==> src/fx_fpu_macros.svh <==
// ==============================
// Global sizes and the APB register map of the Q16.16 unit
// Register offsets are byte addresses and must stay FX_ADDR_W bits wide
// FX_CORDIC_ITERS must match the length of the arctangent table
// ==============================
`ifndef FX_FPU_MACROS_SVH
`define FX_FPU_MACROS_SVH

// Word width and the position of the binary point
`define FX_W            32
`define FX_FRAC         16

// Number of register stages in the multiply-add pipeline
`define FX_FMA_STAGES   3

// One CORDIC micro-rotation per clock
`define FX_CORDIC_ITERS 16

// APB address width and register offsets
`define FX_ADDR_W       8
`define FX_REG_A        8'h00
`define FX_REG_B        8'h04
`define FX_REG_C        8'h08
`define FX_REG_CMD      8'h0C
`define FX_REG_RESULT   8'h10
`define FX_REG_STATUS   8'h14

`endif

==> src/fx_fpu_pkg.sv <==
// ==============================
// Shared types and constants of the Q16.16 unit
// Values are signed two's complement with FX_FRAC fraction bits
// The arctangent table and the gain are the exact CORDIC constants
// ==============================
`default_nettype none
`include "fx_fpu_macros.svh"

package fx_fpu_pkg;

	// Opcode field of the CMD register, codes 6 and 7 are unused
	typedef enum logic [2:0] {
		OP_FMA  = 3'd0,
		OP_FMS  = 3'd1,
		OP_FMUL = 3'd2,
		OP_FADD = 3'd3,
		OP_SIN  = 3'd4,
		OP_COS  = 3'd5
	} fx_op_e;

	// Truncate drops the low bits, nearest adds half an LSB first
	typedef enum logic {
		RM_TRUNC = 1'b0,
		RM_NEAR  = 1'b1
	} fx_rm_e;

	// Low four bits of CMD, op in [3:1] and rm in [0]
	typedef struct packed {
		fx_op_e op;
		fx_rm_e rm;
	} fx_cmd_t;

	typedef struct packed {
		logic signed [`FX_W-1:0] a;
		logic signed [`FX_W-1:0] b;
		logic signed [`FX_W-1:0] c;
	} fx_operands_t;

	// Common result format of both arithmetic units
	typedef struct packed {
		logic            valid;
		logic [`FX_W-1:0] value;
		logic            overflow;
		logic            range_err;
	} fx_unit_out_t;

	// STATUS register, busy in bit 2
	typedef struct packed {
		logic busy;
		logic overflow;
		logic range_err;
	} fx_status_t;

	// atan(2^-i) in Q16.16, rounded to nearest
	localparam logic signed [`FX_W-1:0] fx_atan_table [`FX_CORDIC_ITERS] = '{
		32'sd51472, 32'sd30386, 32'sd16055, 32'sd8150,
		32'sd4091,  32'sd2047,  32'sd1024,  32'sd512,
		32'sd256,   32'sd128,   32'sd64,    32'sd32,
		32'sd16,    32'sd8,     32'sd4,     32'sd2
	};

	// Inverse CORDIC gain 0.6072529 and pi/2, both in Q16.16
	localparam logic signed [`FX_W-1:0] FX_CORDIC_GAIN = 32'sd39797;
	localparam logic signed [`FX_W-1:0] FX_HALF_PI     = 32'sd102944;

endpackage

`default_nettype wire

==> src/fx_apb_regs.sv <==
// ==============================
// APB3 slave for the Q16.16 unit
// RESULT reads and CMD writes hold pready low until the unit is idle
// Writes to RESULT and STATUS are accepted and ignored
// Unmapped addresses answer with pslverr and change nothing
// ==============================
`timescale 1ns/100ps
`default_nettype none
`include "fx_fpu_macros.svh"

module fx_apb_regs import fx_fpu_pkg::*; (
	input  logic                  clk,
	input  logic                  rst,
	input  logic                  psel,
	input  logic                  penable,
	input  logic                  pwrite,
	input  logic [`FX_ADDR_W-1:0] paddr,
	input  logic [`FX_W-1:0]      pwdata,
	output logic [`FX_W-1:0]      prdata,
	output logic                  pready,
	output logic                  pslverr,
	output fx_operands_t          ops,
	output fx_cmd_t               cmd,
	output logic                  start,
	input  fx_status_t            status,
	input  logic [`FX_W-1:0]      result
);

	logic access;
	logic pending;
	logic stall;
	logic wr_done;
	logic sel_cmd;
	logic sel_res;
	logic mapped;

	// ==============================
	// Address decode and handshake
	// ==============================
	assign access  = psel && penable;
	assign sel_cmd = (paddr == `FX_REG_CMD);
	assign sel_res = (paddr == `FX_REG_RESULT);
	assign mapped  = paddr inside {`FX_REG_A, `FX_REG_B, `FX_REG_C,
		`FX_REG_CMD, `FX_REG_RESULT, `FX_REG_STATUS};

	// The start cycle counts as busy, retire only raises busy one edge later
	assign pending = status.busy || start;
	assign stall   = pending && ((sel_res && !pwrite) || (sel_cmd && pwrite));
	assign pready  = access && !stall;
	assign pslverr = access && !mapped;
	assign wr_done = pready && pwrite;

	// ==============================
	// Register file and launch pulse
	// ==============================
	always_ff @(posedge clk or posedge rst) begin
		if (rst) begin
			ops   <= '0;
			cmd   <= '0;
			start <= 1'b0;
		end else begin
			// Launch goes out one cycle after the CMD write completes
			start <= wr_done && sel_cmd;
			if (wr_done) begin
				case (paddr)
					`FX_REG_A:   ops.a <= pwdata;
					`FX_REG_B:   ops.b <= pwdata;
					`FX_REG_C:   ops.c <= pwdata;
					`FX_REG_CMD: cmd   <= fx_cmd_t'(pwdata[$bits(fx_cmd_t)-1:0]);
					default:     ;
				endcase
			end
		end
	end

	// Read mux, only sampled by the master when pready is high
	always_comb begin
		case (paddr)
			`FX_REG_A:      prdata = ops.a;
			`FX_REG_B:      prdata = ops.b;
			`FX_REG_C:      prdata = ops.c;
			`FX_REG_CMD:    prdata = `FX_W'(cmd);
			`FX_REG_RESULT: prdata = result;
			`FX_REG_STATUS: prdata = `FX_W'(status);
			default:        prdata = '0;
		endcase
	end

	// The CMD stall must keep a new launch away from a running operation
	a_start_idle: assert property (@(posedge clk) disable iff (rst)
		$rose(start) |-> !status.busy);

endmodule

`default_nettype wire

==> src/fx_cordic.sv <==
// ==============================
// Iterative rotation-mode CORDIC for sine and cosine
// Angle is Q16.16 radians and must lie within +-pi/2
// Out-of-range angles return 0 with range_err after one cycle
// Results are truncated whatever the rounding mode
// ==============================
`timescale 1ns/100ps
`default_nettype none
`include "fx_fpu_macros.svh"

module fx_cordic import fx_fpu_pkg::*; (
	input  logic             clk,
	input  logic             rst,
	input  logic             start,
	input  fx_cmd_t          cmd,
	input  logic [`FX_W-1:0] angle,
	output fx_unit_out_t     out
);

	localparam int W     = `FX_W;
	localparam int ITERS = `FX_CORDIC_ITERS;
	localparam int IW    = $clog2(ITERS);
	localparam logic [IW-1:0] LAST = IW'(ITERS - 1);

	logic                go;
	logic                out_of_range;
	logic                run;
	logic                done;
	logic                rerr;
	logic [IW-1:0]       iter;
	logic signed [W-1:0] x, y, z;
	logic signed [W-1:0] x_sh, y_sh;
	logic signed [W-1:0] x_next, y_next, z_next;

	assign go           = start && (cmd.op inside {OP_SIN, OP_COS});
	assign out_of_range = ($signed(angle) > FX_HALF_PI) || ($signed(angle) < -FX_HALF_PI);

	// ==============================
	// One micro-rotation
	// ==============================
	assign x_sh = x >>> iter;
	assign y_sh = y >>> iter;

	// Rotate toward z = 0, direction taken from the sign of z
	always_comb begin
		if (!z[W-1]) begin
			x_next = x - y_sh;
			y_next = y + x_sh;
			z_next = z - fx_atan_table[iter];
		end else begin
			x_next = x + y_sh;
			y_next = y - x_sh;
			z_next = z + fx_atan_table[iter];
		end
	end

	// ==============================
	// Sequencing
	// ==============================
	always_ff @(posedge clk or posedge rst) begin
		if (rst) begin
			run  <= 1'b0;
			done <= 1'b0;
			rerr <= 1'b0;
			iter <= '0;
		end else begin
			done <= 1'b0;
			if (go) begin
				// A bad angle skips the iterations and reports at once
				run  <= !out_of_range;
				done <= out_of_range;
				rerr <= out_of_range;
				iter <= '0;
			end else if (run) begin
				iter <= iter + 1'b1;
				if (iter == LAST) begin
					run  <= 1'b0;
					done <= 1'b1;
				end
			end
		end
	end

	// x starts at the inverse gain so the final vector has unit length
	always_ff @(posedge clk) begin
		if (go) begin
			x <= out_of_range ? '0 : FX_CORDIC_GAIN;
			y <= '0;
			z <= $signed(angle);
		end else if (run) begin
			x <= x_next;
			y <= y_next;
			z <= z_next;
		end
	end

	// x and y hold zero after a range error, so the value is zero too
	assign out = '{
		valid:     done,
		value:     (cmd.op == OP_SIN) ? y : x,
		overflow:  1'b0,
		range_err: rerr
	};

	a_no_restart: assert property (@(posedge clk) disable iff (rst)
		start |-> !run);

endmodule

`default_nettype wire

==> src/fx_fma_pipe.sv <==
// ==============================
// Three-stage Q16.16 multiply-add for FMA, FMS, FMUL and FADD
// Accepts a new start on every cycle
// Round to nearest rounds ties upward, overflow saturates
// ==============================
`timescale 1ns/100ps
`default_nettype none
`include "fx_fpu_macros.svh"

module fx_fma_pipe import fx_fpu_pkg::*; (
	input  logic         clk,
	input  logic         rst,
	input  logic         start,
	input  fx_cmd_t      cmd,
	input  fx_operands_t ops,
	output fx_unit_out_t out
);

	localparam int W    = `FX_W;
	localparam int FRAC = `FX_FRAC;
	localparam logic signed [W-1:0]     ONE  = 1 <<< FRAC;
	localparam logic signed [W-1:0]     MAXV = {1'b0, {(W-1){1'b1}}};
	localparam logic signed [W-1:0]     MINV = {1'b1, {(W-1){1'b0}}};
	localparam logic signed [2*W+1:0]   HALF = 1 <<< (FRAC-1);

	logic                    go;
	logic signed [W-1:0]     factor_b;
	logic signed [2*W-1:0]   c_wide;
	logic signed [2*W-1:0]   addend;
	logic signed [2*W+1:0]   bias;
	logic signed [2*W+1:0]   shifted;
	logic                    fits;
	logic                    v1, v2, v3;
	logic signed [W-1:0]     s1_a, s1_b;
	logic signed [2*W-1:0]   s1_add;
	fx_rm_e                  s1_rm;
	logic signed [2*W+1:0]   s2_sum;
	logic signed [W-1:0]     s3_val;
	logic                    s3_ovf;

	assign go = start && (cmd.op inside {OP_FMA, OP_FMS, OP_FMUL, OP_FADD});

	// FADD multiplies a by one, FMUL adds nothing, FMS subtracts c
	// The addend sits at the product scale of 2*FRAC fraction bits
	assign factor_b = (cmd.op == OP_FADD) ? ONE : $signed(ops.b);
	assign c_wide   = $signed(ops.c);
	always_comb begin
		case (cmd.op)
			OP_FMUL: addend = '0;
			OP_FMS:  addend = -(c_wide <<< FRAC);
			default: addend = c_wide <<< FRAC;
		endcase
	end

	always_comb begin
		if (s1_rm == RM_NEAR)
			bias = HALF;
		else
			bias = '0;
	end

	// Back to FRAC fraction bits, then check that the top bits are sign copies
	assign shifted = s2_sum >>> FRAC;
	assign fits    = (&shifted[2*W+1:W-1]) || !(|shifted[2*W+1:W-1]);

	always_ff @(posedge clk or posedge rst) begin
		if (rst) begin
			v1 <= 1'b0;
			v2 <= 1'b0;
			v3 <= 1'b0;
		end else begin
			v1 <= go;
			v2 <= v1;
			v3 <= v2;
		end
	end

	always_ff @(posedge clk) begin
		if (go) begin
			s1_a   <= $signed(ops.a);
			s1_b   <= factor_b;
			s1_add <= addend;
			s1_rm  <= cmd.rm;
		end
		// Full product plus aligned addend plus rounding bias
		if (v1)
			s2_sum <= s1_a * s1_b + s1_add + bias;
		if (v2) begin
			s3_val <= fits ? shifted[W-1:0] : (shifted[2*W+1] ? MINV : MAXV);
			s3_ovf <= !fits;
		end
	end

	assign out = '{valid: v3, value: s3_val, overflow: s3_ovf, range_err: 1'b0};

	a_fma_latency: assert property (@(posedge clk) disable iff (rst)
		go |-> ##(`FX_FMA_STAGES) out.valid);

endmodule

`default_nettype wire

==> src/fx_fpu_top.sv <==
// ==============================
// Q16.16 arithmetic unit behind an APB3 slave
// One operation in flight, completion is busy falling in STATUS
// ==============================
`timescale 1ns/100ps
`default_nettype none
`include "fx_fpu_macros.svh"

module fx_fpu_top import fx_fpu_pkg::*; (
	input  logic                  clk,
	input  logic                  rst,
	input  logic                  psel,
	input  logic                  penable,
	input  logic                  pwrite,
	input  logic [`FX_ADDR_W-1:0] paddr,
	input  logic [`FX_W-1:0]      pwdata,
	output logic [`FX_W-1:0]      prdata,
	output logic                  pready,
	output logic                  pslverr
);

	fx_operands_t     ops;
	fx_cmd_t          cmd;
	logic             start;
	fx_status_t       status;
	logic [`FX_W-1:0] result;
	fx_unit_out_t     fma_out;
	fx_unit_out_t     cordic_out;

	fx_apb_regs u_regs (
		.clk, .rst, .psel, .penable, .pwrite, .paddr, .pwdata,
		.prdata, .pready, .pslverr,
		.ops, .cmd, .start, .status, .result
	);

	// Both units see every launch and filter on the opcode
	fx_fma_pipe u_fma (.clk, .rst, .start, .cmd, .ops, .out(fma_out));

	fx_cordic u_cordic (.clk, .rst, .start, .cmd, .angle(ops.a), .out(cordic_out));

	fx_retire u_retire (
		.clk, .rst, .start, .cmd, .fma_out, .cordic_out, .result, .status
	);

endmodule

`default_nettype wire

==> src/fx_retire.sv <==
// ==============================
// Retire stage of the Q16.16 unit
// Takes the result of the unit that owns the current opcode
// cmd must stay stable while busy is set
// ==============================
`timescale 1ns/100ps
`default_nettype none
`include "fx_fpu_macros.svh"

module fx_retire import fx_fpu_pkg::*; (
	input  logic             clk,
	input  logic             rst,
	input  logic             start,
	input  fx_cmd_t          cmd,
	input  fx_unit_out_t     fma_out,
	input  fx_unit_out_t     cordic_out,
	output logic [`FX_W-1:0] result,
	output fx_status_t       status
);

	logic         trig_op;
	logic         known_op;
	logic         busy;
	logic         ovf;
	logic         rerr;
	fx_unit_out_t owner;

	assign trig_op  = (cmd.op == OP_SIN) || (cmd.op == OP_COS);
	assign known_op = trig_op || (cmd.op inside {OP_FMA, OP_FMS, OP_FMUL, OP_FADD});
	assign owner    = trig_op ? cordic_out : fma_out;

	// An unused opcode never sets busy, otherwise nothing would ever retire it
	always_ff @(posedge clk or posedge rst) begin
		if (rst) begin
			busy   <= 1'b0;
			ovf    <= 1'b0;
			rerr   <= 1'b0;
			result <= '0;
		end else if (start) begin
			busy <= known_op;
		end else if (busy && owner.valid) begin
			// Flags describe the last retired operation only
			busy   <= 1'b0;
			result <= owner.value;
			ovf    <= owner.overflow;
			rerr   <= owner.range_err;
		end
	end

	assign status = '{busy: busy, overflow: ovf, range_err: rerr};

	// With one operation in flight only one unit can be finishing
	a_one_valid: assert property (@(posedge clk) disable iff (rst)
		!(fma_out.valid && cordic_out.valid));

endmodule

`default_nettype wire

==> config.mk <==
export PLATFORM = sky130hd
export DESIGN_NAME = fx_fpu_top
export DESIGN_NICKNAME = d
export VERILOG_FILES = /design/src/fx_fpu_pkg.sv /design/src/fx_apb_regs.sv /design/src/fx_cordic.sv /design/src/fx_fma_pipe.sv /design/src/fx_fpu_top.sv /design/src/fx_retire.sv
export VERILOG_INCLUDE_DIRS = /design/src
export SDC_FILE = /design/constraint.sdc
export NUM_CORES = 2
export LEC_CHECK = 0
export ABC_AREA = 0
export BUFFER_PORTS_ARGS = -buffer_cell sky130_fd_sc_hd__buf_2
export CAP_MARGIN = 20
export CORE_UTILIZATION = 60
export DETAILED_ROUTE_END_ITERATION = 6
export GPL_TIMING_DRIVEN = 0
export PLACE_DENSITY = 0.79
export SLEW_MARGIN = 20
export SYNTH_ARGS = -nofsm -noshare
export SYNTH_HDL_FRONTEND = slang
export SYNTH_SLANG_ARGS = --single-unit
==> constraint.sdc <==
create_clock -name clk -period 13.1 [get_ports clk]
set_input_delay 0.655 -clock clk [delete_from_list [all_inputs] [get_ports clk]]
set_output_delay 0.655 -clock clk [all_outputs]
set_load 0.03 [all_outputs]
==> flow_metrics.py <==
metrics = {
    "run_status": {
        "status": "complete, but fails checks",
        "violations": "DRC",
    },
    "sta": {
        "grt_setup_unrepaired": "false",
        "maxSlewViolCount": 0,
        "worst_slack_ns": 1.330,
        "finalClockSkew_ns": 0.04266,
        "tns_ns": 0,
        "period_share_pct": 89.84,
        "min_period_ns": 11.77,
        "slew_headroom_pct": 16.36,
        "fmax_mhz": 84.96,
        "tightest_slew_ns": 1.255,
        "hold_violations": 0,
        "hold-worst-slack_ns": 0.01996,
        "finalSetupViolations": 0,
    },
    "critical_path": {
        "worst-path-buf-inv": 8,
        "arrival_ns": 12.15,
        "crit_family": "adder cells",
        "critPathKind": "flip-flop to flip-flop",
        "worst_setup_path_end_kind": "flip-flop",
        "critPathRequiredTime_ns": 13.48,
        "worst_path_most_repeated_cell": "fa_1",
        "cp-start-kind": "flip-flop",
        "crit_slowest_cell": "nor3_1",
        "worst-path-max-fanout": 10,
        "crit_path_max_incr_delay_ns": 0.97,
    },
    "synthesis": {
        "async_flop_share_pct": 33.33,
        "syn_inst": 7113,
        "synthesis.nets": 8697,
        "ys.flop_type": "edfxtp_1",
        "yosysSeqAreaShare_pct": 17.71,
        "synth_warnings": 0,
        "yosys_register_bits": 438,
        "ys_types": 95,
        "syn_area_per_cell_um2": 9.607,
        "synth_area_um2": 68330,
        "synth-edff-count": 260,
    },
    "grt": {
        "first_global_vias": 55430,
        "antenna_found_initial": 15,
        "grt_max_degree": 105,
        "grt_first_pass_wirelength_mm": 349.7,
        "grt-ovfl-total": 0,
        "grtUsageTotal_pct": 41.25,
    },
    "detailed_routing": {
        "vias_per_cell": 6.098,
        "drc": 2,
        "vias": 53680,
        "drtIter0Drc": 5286,
        "drtAntennaViolNets": 0,
        "post_drt_wl_per_cell_um": 26.41,
        "wl_mm": 232.5,
        "dr.pass1.iters": 7,
    },
    "power": {
        "p_leak_nw": 34.52,
        "p_seq_share_pct": 34.3,
        "switching_share_pct": 35.92,
        "p_comb_share_pct": 34.6,
        "peakVddDrop_mv": 0.1156,
        "p_sw_mw": 1.589,
        "clockPowerShare_pct": 31.1,
        "power_density_nw_per_um2": 60.99,
        "p_int_mw": 2.835,
    },
    "floorplanning": {
        "io-pin-count": 79,
        "dieArea_um2": 115200,
        "start_util_pct": 60.66,
        "die_w_um": 339.5,
        "rows": 123,
        "fp.coreArea_um2": 112700,
        "die_h_um": 339.5,
    },
    "cells_and_area": {
        "fill_cells": 9308,
        "seq_area_um2": 12110,
        "reg_top3": "u_regs.ops: 96 flops, u_fma.s2_sum: 50 flops, u_fma.s1_add: 48 flops",
        "mostFrequentLayoutCells": "inv_1, fa_1, nand2_1",
        "synthToLayoutAreaGrowth_pct": 6.134,
        "final_common_cell": "inv_1",
        "final_area_um2": 72530,
        "top_register": "u_regs.ops",
        "num-nets-final": 8832,
        "drive_gt1_share_pct": 5.794,
        "largest_reg_flops": 96,
        "multiInputGateArea_um2": 49830,
    },
    "place": {
        "place_congestion": 1.044,
        "dpl_cell_area_um2": 70920,
        "dp_hpwl_mm": 195.1,
        "dpl_worst_slack_ns": 1.602,
        "port_buffers": 76,
    },
    "clocking": {
        "clockRootBuffer": "clkbuf_16",
        "cts_hold_buf": 0,
        "h-tree-depth": 2,
        "cts_made_buffers": 44,
        "clk_pin_slew_ns": 0.07,
        "cts_resized": 0,
        "clock-sinks": 438,
        "cts_buffer_depth": 3,
        "postCtsSetupBuffers": 0,
        "cts_tree": "built",
        "insertion_delay_ns": 0.64,
    },
    "hold_path": {
        "min_path_type": "primary input to asynchronous set/reset pin",
    },
    "flow_run": {
        "cap_violations": 0,
    },
}
[cell usage after synthesis (all sizes together) (6+ instances only)]
cell	count	area (µm²)
nor3b	7	57.55
o21ai	205	1026
o211ai	15	122.6
nor2b	25	156.4
nand2b	43	269.0
mux4	67	1509
nor4	20	125.1
o2111ai	9	85.08
nor3	60	311.5
a22oi	63	473.0
o31a	6	52.55
edfxtp	260	7807
a31oi	37	246.5
mux2i	112	1121
o31ai	29	222.7
xor2	79	691.9
a31o	6	52.55
o41ai	7	61.31
mux2	120	1351
and4	8	70.07
xnor2	170	1496
nand4	43	275.3
a21oi	231	1160
nand3	60	300.3
buf	48	205.2
dfxtp	32	640.6
fa	1209	24200
or2	15	93.84
nand2	795	2984
o21bai	19	142.6
a211oi	34	255.2
nand3b	10	75.07
o21a	23	172.7
or3	22	147.6
ha	330	4129
clkbuf	315	1182
and2	547	3422
dfrtp	146	3654
a21o	99	743.2
a211o	7	61.31
and3	42	262.8
nor2	321	1205
inv	1349	5064
[worst reg2reg max path: cells and delay by family (launching register included)]
family | cells | cell delay [ns]
xor+xnor | 2 | 0.61
buf+inv | 8 | 1.95
simple gates | 8 | 3.23
fa+ha+maj | 9 | 4.36
flops | 1 | 0.87
compound gates | 2 | 0.53
[kinds of logic (layout without fill, tap and decap cells)]
group	count (synthesis)	count (layout)	synth area share, %
AO/OA/AOI/OAI	837	837	7.798
XOR/XNOR	249	249	3.202
adder cells (fa/ha/maj)	1539	1539	41.46
buffers and inverters	1714	1884	9.452
flip-flops	438	438	17.71
multiplexers	299	299	5.826
other	0	20	0
AND/OR/NAND/NOR	2037	2037	14.55
[power groups by stage]
stage                     sequential [mW]  combinational, mW  clock, mW
after CTS                            1.52               1.50       1.38
final                                1.52               1.53       1.37
after detailed placement             1.55               1.48          0
after floorplan                      1.54               1.08          0
after global routing                 1.52               1.67       1.42
after global placement               1.55               1.45          0
[metrics by stage]
stage	instances	power (mW)	util, %
6_report	8803	4.423	64.38
5_1_grt	8789	4.602	64.35
2_1_floorplan	7113	2.625	-
3_3_place_gp	8689	2.997	62.66
3_5_place_dp	8701	3.025	62.96
4_1_cts	8782	4.393	64.32
[cell type report]
type,instances,share of cell area (%)
diodes,20,0.06901
multi-input cells,4961,68.70
clock inverters,22,0.3243
plain buffers,363,1.920
flip-flops and latches,438,16.69
well taps,1500,2.588
clock buffers,59,1.798
inverters,1351,7.003
repair buffers,89,0.9023
[worst paths after layout]
check | start | to | slack [ns] | cells past startpoint
min in group clk | pwdata[6] | u_regs.ops[70] | 0.31 | 2
worst min-delay path | rst | u_retire.result[10] | 0.02 | 2
worst max register to register | u_fma.s1_b[25] | u_fma.s2_sum[64] | 1.33 | 29
worst min register to register | u_retire.result[1] | u_retire.result[1] | 0.48 | 2
worst max-delay path | u_fma.s1_b[25] | u_fma.s2_sum[64] | 1.33 | 29
max in group asynchronous | rst | u_fma.v1 | 12.19 | 3
[layer usage]
layer | share of wire (%) | up-vias | global-route usage (%)
met4 | 7.3 | 2 | 24.15
met2 | 45 | 3271 | 64.20
li1 | - | 22680 | -
met5 | 0.0060 | - | 0
met3 | 12 | 754 | 10.65
met1 | 36 | 26970 | 52.34
No activity file was read; power rests on OpenSTA's default activity.
